[src/common/gs_pkg.sv]
// gs_pkg: widths, counts, number formats and types shared by the Gauss-Seidel solver

package gs_pkg;

	// ---------------------------------------------------------------------------
	// problem size and number formats
	// ---------------------------------------------------------------------------
	localparam int N_DIM     = 16;  // rows and columns per matrix
	localparam int ELEM_W    = 16;  // a_ij, 1/a_ii and b_i elements
	localparam int X_W       = 32;  // x in Q16.16
	localparam int FRAC_W    = 16;
	localparam int INV_SHIFT = 14;  // 1/a_ii is stored scaled by 2^14
	localparam int PROD_W    = 48;  // 16 x 32 signed product
	localparam int ACC_W     = 52;  // sum of 15 products plus headroom

	// ---------------------------------------------------------------------------
	// iteration and memory layout
	// ---------------------------------------------------------------------------
	localparam int ITER_COUNT    = 16;  // fixed number of sweeps
	localparam int WORDS_PER_MAT = 17;  // 16 rows then b
	localparam int B_WORD        = 16;
	localparam int MEM_ADDR_W    = 10;
	localparam int X_ADDR_W      = 9;
	localparam int MAT_W         = 5;
	localparam int ROW_W         = 4;

	// saturation limits of a 32 bit signed x
	localparam logic signed [X_W-1:0] X_MAX = 32'sh7fff_ffff;
	localparam logic signed [X_W-1:0] X_MIN = 32'sh8000_0000;

	// one matrix memory word, sixteen 16 bit lanes
	typedef logic [N_DIM*ELEM_W-1:0] mem_word_t;

	// current solution vector
	typedef logic signed [X_W-1:0] x_vec_t [N_DIM];

	typedef enum logic [1:0] {
		ST_IDLE,
		ST_REQ,     // read request held until ready
		ST_WAIT,    // waiting for data valid
		ST_FINISH   // done until enable drops
	} seq_state_t;

	typedef enum logic {
		WORD_B,
		WORD_ROW
	} word_kind_t;

endpackage
[src/common/gs_row_if.sv]
// gs_row_if: fetched memory word with its kind and indices, sequencer to row engine
`timescale 1ns/1ps

interface gs_row_if import gs_pkg::*; ();

	logic             vld;        // one cycle pulse, no back-pressure
	word_kind_t       kind;
	logic [ROW_W-1:0] row_idx;
	logic [MAT_W-1:0] mat_idx;
	logic             last_iter;  // final sweep, results go out
	mem_word_t        data;

	modport seq (
		output vld,
		output kind,
		output row_idx,
		output mat_idx,
		output last_iter,
		output data
	);

	modport eng (
		input vld,
		input kind,
		input row_idx,
		input mat_idx,
		input last_iter,
		input data
	);

endinterface

[src/source/gs_sequencer.sv]
// gs_sequencer: read FSM with matrix, sweep and row counters, memory addressing and done flag
`timescale 1ns/1ps

module gs_sequencer import gs_pkg::*; (
	input  logic                  i_clk,
	input  logic                  i_reset,
	input  logic                  i_module_en,
	input  logic [MAT_W-1:0]      i_matrix_num,
	input  logic                  i_mem_rrdy,
	input  mem_word_t             i_mem_dout,
	input  logic                  i_mem_dout_vld,
	output logic                  o_mem_rreq,
	output logic [MEM_ADDR_W-1:0] o_mem_addr,
	output logic                  o_proc_done,
	gs_row_if.seq                 row
);

	seq_state_t state_r, state_w;

	logic [MAT_W-1:0]              mat_cnt_r;
	logic [$clog2(ITER_COUNT)-1:0] iter_cnt_r;
	logic [ROW_W-1:0]              row_cnt_r;
	logic                          b_loaded_r;  // b of this matrix already read

	logic                  word_vld;
	logic                  last_row;
	logic                  last_iter;
	logic                  last_mat;
	logic                  mat_end;
	logic [MEM_ADDR_W-1:0] mat_base;

	// ---------------------------------------------------------------------------
	// status decode
	// ---------------------------------------------------------------------------
	assign word_vld  = (state_r == ST_WAIT) && i_mem_dout_vld;
	assign last_row  = int'(row_cnt_r) == N_DIM - 1;
	assign last_iter = int'(iter_cnt_r) == ITER_COUNT - 1;
	assign last_mat  = mat_cnt_r == i_matrix_num - 1'b1;
	assign mat_end   = b_loaded_r && last_row && last_iter;  // last row of last sweep

	// word address: matrix * 17, then b or the row
	assign mat_base   = MEM_ADDR_W'(mat_cnt_r) * MEM_ADDR_W'(WORDS_PER_MAT);
	assign o_mem_addr = b_loaded_r ? mat_base + MEM_ADDR_W'(row_cnt_r)
	                               : mat_base + MEM_ADDR_W'(B_WORD);

	assign o_mem_rreq  = (state_r == ST_REQ);
	assign o_proc_done = (state_r == ST_FINISH);

	// returned word goes straight to the row engine
	assign row.vld       = word_vld;
	assign row.kind      = b_loaded_r ? WORD_ROW : WORD_B;
	assign row.row_idx   = row_cnt_r;
	assign row.mat_idx   = mat_cnt_r;
	assign row.last_iter = last_iter;
	assign row.data      = i_mem_dout;

	// ---------------------------------------------------------------------------
	// FSM
	// ---------------------------------------------------------------------------
	always_comb begin
		state_w = state_r;
		case (state_r)
			ST_IDLE: begin
				if (i_module_en) begin
					state_w = ST_REQ;
				end
			end
			ST_REQ: begin
				if (i_mem_rrdy) begin  // request accepted
					state_w = ST_WAIT;
				end
			end
			ST_WAIT: begin
				if (i_mem_dout_vld) begin
					state_w = (mat_end && last_mat) ? ST_FINISH : ST_REQ;
				end
			end
			ST_FINISH: begin
				if (!i_module_en) begin
					state_w = ST_IDLE;
				end
			end
			default: state_w = ST_IDLE;
		endcase
	end

	// ---------------------------------------------------------------------------
	// counters
	// ---------------------------------------------------------------------------
	always_ff @(posedge i_clk or posedge i_reset) begin
		if (i_reset) begin
			state_r    <= ST_IDLE;
			mat_cnt_r  <= '0;
			iter_cnt_r <= '0;
			row_cnt_r  <= '0;
			b_loaded_r <= 1'b0;
		end
		else begin
			state_r <= state_w;
			if (word_vld) begin
				if (!b_loaded_r) begin
					b_loaded_r <= 1'b1;  // rows follow, starting at row 0
				end
				else if (last_row) begin
					row_cnt_r <= '0;
					if (last_iter) begin
						// matrix solved, counters end at zero after the last one
						iter_cnt_r <= '0;
						b_loaded_r <= 1'b0;
						mat_cnt_r  <= last_mat ? '0 : mat_cnt_r + 1'b1;
					end
					else begin
						iter_cnt_r <= iter_cnt_r + 1'b1;
					end
				end
				else begin
					row_cnt_r <= row_cnt_r + 1'b1;
				end
			end
		end
	end

endmodule

[src/flat_wrapper.sv]
// flat-port wrapper written by rule: the top's interface ports become plain ports
module gs_sequencer_flat import gs_pkg::*;
  (i_clk, i_reset, i_module_en, i_matrix_num, i_mem_rrdy, i_mem_dout, i_mem_dout_vld, o_mem_rreq, o_mem_addr, o_proc_done, row_vld, row_kind, row_row_idx, row_mat_idx, row_last_iter, row_data);
  gs_row_if row_i ();
  input  logic i_clk;
  input  logic i_reset;
  input  logic i_module_en;
  input  logic [MAT_W-1:0] i_matrix_num;
  input  logic i_mem_rrdy;
  input  mem_word_t i_mem_dout;
  input  logic i_mem_dout_vld;
  output logic o_mem_rreq;
  output logic [MEM_ADDR_W-1:0] o_mem_addr;
  output logic o_proc_done;
  output wire logic [$bits(row_i.vld)-1:0] row_vld;
  output wire logic [$bits(row_i.kind)-1:0] row_kind;
  output wire logic [$bits(row_i.row_idx)-1:0] row_row_idx;
  output wire logic [$bits(row_i.mat_idx)-1:0] row_mat_idx;
  output wire logic [$bits(row_i.last_iter)-1:0] row_last_iter;
  output wire logic [$bits(row_i.data)-1:0] row_data;
  assign row_vld = row_i.vld;
  assign row_kind = row_i.kind;
  assign row_row_idx = row_i.row_idx;
  assign row_mat_idx = row_i.mat_idx;
  assign row_last_iter = row_i.last_iter;
  assign row_data = row_i.data;
  gs_sequencer u_core (.i_clk(i_clk), .i_reset(i_reset), .i_module_en(i_module_en), .i_matrix_num(i_matrix_num), .i_mem_rrdy(i_mem_rrdy), .i_mem_dout(i_mem_dout), .i_mem_dout_vld(i_mem_dout_vld), .o_mem_rreq(o_mem_rreq), .o_mem_addr(o_mem_addr), .o_proc_done(o_proc_done), .row(row_i));
endmodule
[config.mk]
export PLATFORM = sky130hd
export DESIGN_NAME = gs_sequencer_flat
export DESIGN_NICKNAME = d
export VERILOG_FILES = /design/src/common/gs_pkg.sv /design/src/common/gs_row_if.sv /design/src/source/gs_sequencer.sv /design/src/flat_wrapper.sv
export SDC_FILE = /design/constraint.sdc
export NUM_CORES = 1
export LEC_CHECK = 0
export BUFFER_PORTS_ARGS = -buffer_cell sky130_fd_sc_hd__buf_2
export CAP_MARGIN = 40
export CORE_AREA = 2 2 215 217
export CTS_BUF_LIST = sky130_fd_sc_hd__clkbuf_8
export DETAILED_ROUTE_END_ITERATION = 8
export DIE_AREA = 0 0 217 219
export GPL_TIMING_DRIVEN = 1
export PLACE_DENSITY = 0.34
export REMOVE_ABC_BUFFERS = 1
export SYNTH_ARGS = -nofsm -noshare
export SYNTH_HDL_FRONTEND = slang
export SYNTH_SLANG_ARGS = --single-unit
export TNS_END_PERCENT = 1
[constraint.sdc]
create_clock -name i_clk -period 2.15 [get_ports i_clk]
set_clock_uncertainty 0.2 [all_clocks]
set_input_delay 0.1075 -clock i_clk [delete_from_list [all_inputs] [get_ports i_clk]]
set_output_delay 0.1075 -clock i_clk [all_outputs]
set_load 0.05 [all_outputs]
==> impl_metrics.ini, run 1 <==
[floorplan]
rows = 78
io_pins = 546
die_w_um = 217
start_util = 0.07390
die_h_um = 219

[logic_synthesis]
synth.cell_area_sq_um = 3332
synthArstFlopShare = 1.000
post_synth.cell_area_avg_sq_um = 8.068
synth-edff-count = 0
synth_ff_type = dfrtp_1
synthCells = 413
yosys_warnings = 0
synth_cell_types = 46
synth_seq_cells = 16
seq_area_frac_synth = 0.1202

[status]
firstError = [ERROR GPL-0305] RePlAce diverged during gradient descent calculation, resulting in an invalid step length (Inf or NaN). This is often caused by numerical instability ...
outcome = stopped before the end
stop_stage = 3_3_place_gp

[place]
port_buffers = 33
cells by family after synthesis:
| family | count (synthesis) | share of synthesized area |
|---|---|---|
| XOR/XNOR | 16 | 0.04619 |
| multiplexers | 3 | 0.009763 |
| flip-flops | 16 | 0.1202 |
| adder cells (fa/ha/maj) | 13 | 0.05107 |
| AND/OR/NAND/NOR | 53 | 0.09012 |
| AO/OA/AOI/OAI | 39 | 0.07811 |
| buffers and inverters | 273 | 0.6046 |
Yosys cell counts (2+ instances only):
library cell | instances | area share
buf_4 | 256 | 0.58
nand3_1 | 6 | 0.0090
a21o_1 | 5 | 0.011
nand4b_1 | 2 | 0.0053
ha_1 | 12 | 0.045
inv_1 | 8 | 0.0090
nor3_1 | 4 | 0.0060
buf_6 | 3 | 0.010
nor3b_1 | 2 | 0.0045
o211ai_1 | 2 | 0.0045
o22ai_1 | 2 | 0.0038
xor2_1 | 3 | 0.0079
a211oi_1 | 2 | 0.0045
buf_2 | 5 | 0.0075
nand2_1 | 10 | 0.011
dfrtp_1 | 16 | 0.12
a21oi_1 | 7 | 0.011
and2_1 | 4 | 0.0075
nand4_1 | 2 | 0.0038
and2_2 | 2 | 0.0045
nand2b_1 | 3 | 0.0056
xnor2_1 | 12 | 0.032
nor2_1 | 9 | 0.010
a31oi_1 | 3 | 0.0056
o21ai_0 | 9 | 0.014
and3_1 | 3 | 0.0056
mux2_2 | 2 | 0.0068
==> run 2: changes to the inputs <==
--- a/config.mk
+++ b/config.mk
@@ -8,11 +8,10 @@
 export BUFFER_PORTS_ARGS = -buffer_cell sky130_fd_sc_hd__buf_2
 export CAP_MARGIN = 40
 export CORE_AREA = 2 2 215 217
-export CTS_BUF_LIST = sky130_fd_sc_hd__clkbuf_8
 export DETAILED_ROUTE_END_ITERATION = 8
 export DIE_AREA = 0 0 217 219
 export GPL_TIMING_DRIVEN = 1
-export PLACE_DENSITY = 0.34
+export PLACE_DENSITY_LB_ADDON = 0.15
 export REMOVE_ABC_BUFFERS = 1
 export SYNTH_ARGS = -nofsm -noshare
 export SYNTH_HDL_FRONTEND = slang
==> run 2 against run 1 <==
Compared with the run above:
- the flow now finishes, with violations (setup timing)
- area after synthesis stayed put
- synthesized cell count stayed put
==> impl_metrics.ini, run 2 <==
[floorplan]
die_h_um = 219
rows = 78
start_util = 0.07390
die_w_um = 217
die_area_sq_um = 47520
coreArea_sq_um = 45090
io_pins = 546

[worst_setup_path]
start_kind = register
cp.required_ps = 1840
rrSetupSlack_ps = 100
setup.worst_path.end_class = primary output
path_class = register to primary output
crit_fanout = 4
crit_arrival_ps = 2190

[status]
violations = setup timing
outcome = complete, but fails checks

[layout]
multi_input_area_sq_um = 1065
final_util = 0.06371
fillers = 5316
largest_reg_flops = 5
regArea_sq_um = 404.1
drive_gt1_frac = 0.4711
final_common_cell = buf_4
syn_to_final_growth_pct = -13.78
nets = 505
final_cell_mix = buf_4, buf_2, dfrtp_1, nand2_1, xnor2_1
diodes = 0

[clocking]
cts.sinks = 16
path_clk_slew_ps = 60
cts_root_buffer = clkbuf_16
h-tree-depth = 1
cts_tree = done
numCtsBuffers = 3
insertion_delay_ps = 250
cts_buffer_depth = 2

[logic_synthesis]
synth_area_leaders = buf_4, dfrtp_1, ha_1, xnor2_1, o21ai_0
synth_ff_type = dfrtp_1
synth_common_cells = buf_4, dfrtp_1, ha_1, xnor2_1, nand2_1
yosysTopAreaCell = buf_4
yosys_warnings = 0
synthArstFlopShare = 1.000
post_synth.cell_area_avg_sq_um = 8.068
synth_seq_cells = 16
synth_cell_types = 46
synth.cell_area_sq_um = 3332
synthCells = 413
synth-edff-count = 0
synth_top_area_frac = 0.5768
yosysMostFrequentCell = buf_4
seq_area_frac_synth = 0.1202

[global_route]
antenna_found_initial = 0
grt-ovfl-total = 0
grt_pass1_wl_um = 85210
grt.total_usage = 0.3256
grt_pass1_vias = 2270
grt_max_degree = 17

[pwr]
power.leakage_nw = 1.054
power.density_nw_per_um2 = 787.5
ir_drop_mv = 0.5474
total_power_mw = 2.262

[timing]
timing.fmax_mhz = 400.5
final_max_slew_viol_count = 0
slew-limit-headroom = 0.4684
setup_viol = 8
period_share = 1.161
worst_pin_slew_ps = 796.5
report.final.hold_viol_count = 0
layout_min_cycle_time_ps = 2497
rsz0062_at_grt = yes
worst_slack_ps = -347.0

[place]
gp_congestion = 1.304
port_buffers = 33
hpwl_um = 77800
place_ws_ps = -390.0

[route]
drc = 0
wirelength_um = 79460
drt_iter0_markers = 279
drt_first_pass_iters = 4
via_count = 2650
viasPerCell = 3.212
wl_per_cell_um = 96.32
antenna_left = 0

[hold_path]
hold_class = input port to primary output

[flow_run]
maxCapViolations = 0
-- run 2: cell counts after synthesis --
Identical to the previous run, type by type.
-- run 2: what timing repair did --
item | 4_1_cts | 5_1_grt
pin swaps | 14 | 2
hold buffers | 1 | 0
endpoints found under the hold margin | 16 | 0
buffers inserted | 1 | 1
setup endpoints to repair | 9 | 8
gates resized for setup | 43 | 4
-- run 2: worst paths after layout --
kind / from / end / cells after the start
worst min-delay path: i_mem_dout[81] / row_data[81] / 0
worst max-delay path: u_core.row.mat_idx[0]$_DFFE_PP0P_ / o_mem_addr[8] / 8
min in group asynchronous: i_reset / u_core.state_r[0]$_DFFE_PP0P_ / 3
worst min register to register: u_core.iter_cnt_r[3]$_DFFE_PP0P_ / u_core.iter_cnt_r[3]$_DFFE_PP0P_ / 1
worst max register to register: u_core.row.row_idx[1]$_DFFE_PP0P_ / u_core.row.mat_idx[2]$_DFFE_PP0P_ / 6
max in group asynchronous: i_reset / u_core.row.mat_idx[0]$_DFFE_PP0P_ / 3
-- run 2: cell families after synthesis --
kind of cell	synth area share
and+or+nand+nor	0.09012
xor gates and xnor gates	0.04619
buffers and inverters	0.6046
DFF	0.1202
adders and majority gates	0.05107
muxes	0.009763
AOI/OAI and AO/OA	0.07811
-- run 2: worst max-delay path: stages (launching register included) --
cell and delay [ps]:
dfrtp_2 450, ha_4 180, fa_2 370, a21o_1 200, a21oi_2 130, buf_4 130, nand4b_1 120, xnor2_1 130
buf_4 220
-- run 2: per-layer routing --
layer	up-vias	share of wire	global-route usage
met1	999	0.082	0.06823
li1	701	-	-
met4	22	0.11	0.2740
met3	152	0.31	0.4833
met2	776	0.48	0.5711
met5	-	0.013	0.1719
-- run 2: report_power, final --
group / switching (mW) / total [mW] / internal [mW]
clock: 0.140 / 0.424 / 0.284
sequential: 0.0838 / 0.435 / 0.351
combinational: 0.873 / 1.40 / 0.531
total: 1.10 / 2.26 / 1.17
-- run 2: stage by stage --
| step | hold slack, ps | std cells | setup TNS (ps) | area [sq um] |
|---|---|---|---|---|
| 3_5_place_dp | 19.58 | 818 | -2167 | 2556 |
| 4_1_cts | 19.58 | 824 | -2034 | 2854 |
| 6_report | 16.98 | 825 | -2093 | 2873 |
| 3_3_place_gp | 19.58 | 818 | -1997 | 2556 |
| 5_1_grt | 15.98 | 825 | -2633 | 2873 |
| 2_1_floorplan | -178.8 | 148 | -4025 | 1348 |
-- run 2: layout make-up --
cell class              count  share of cell area
clock buffers               4             0.03092
multi-input cells         124              0.3706
flip-flops and latches     16              0.1407
well taps                 600              0.2613
inverters                   8             0.01045
repair buffers             73              0.1860
Note: power is estimated with default switching activity, not from simulation.
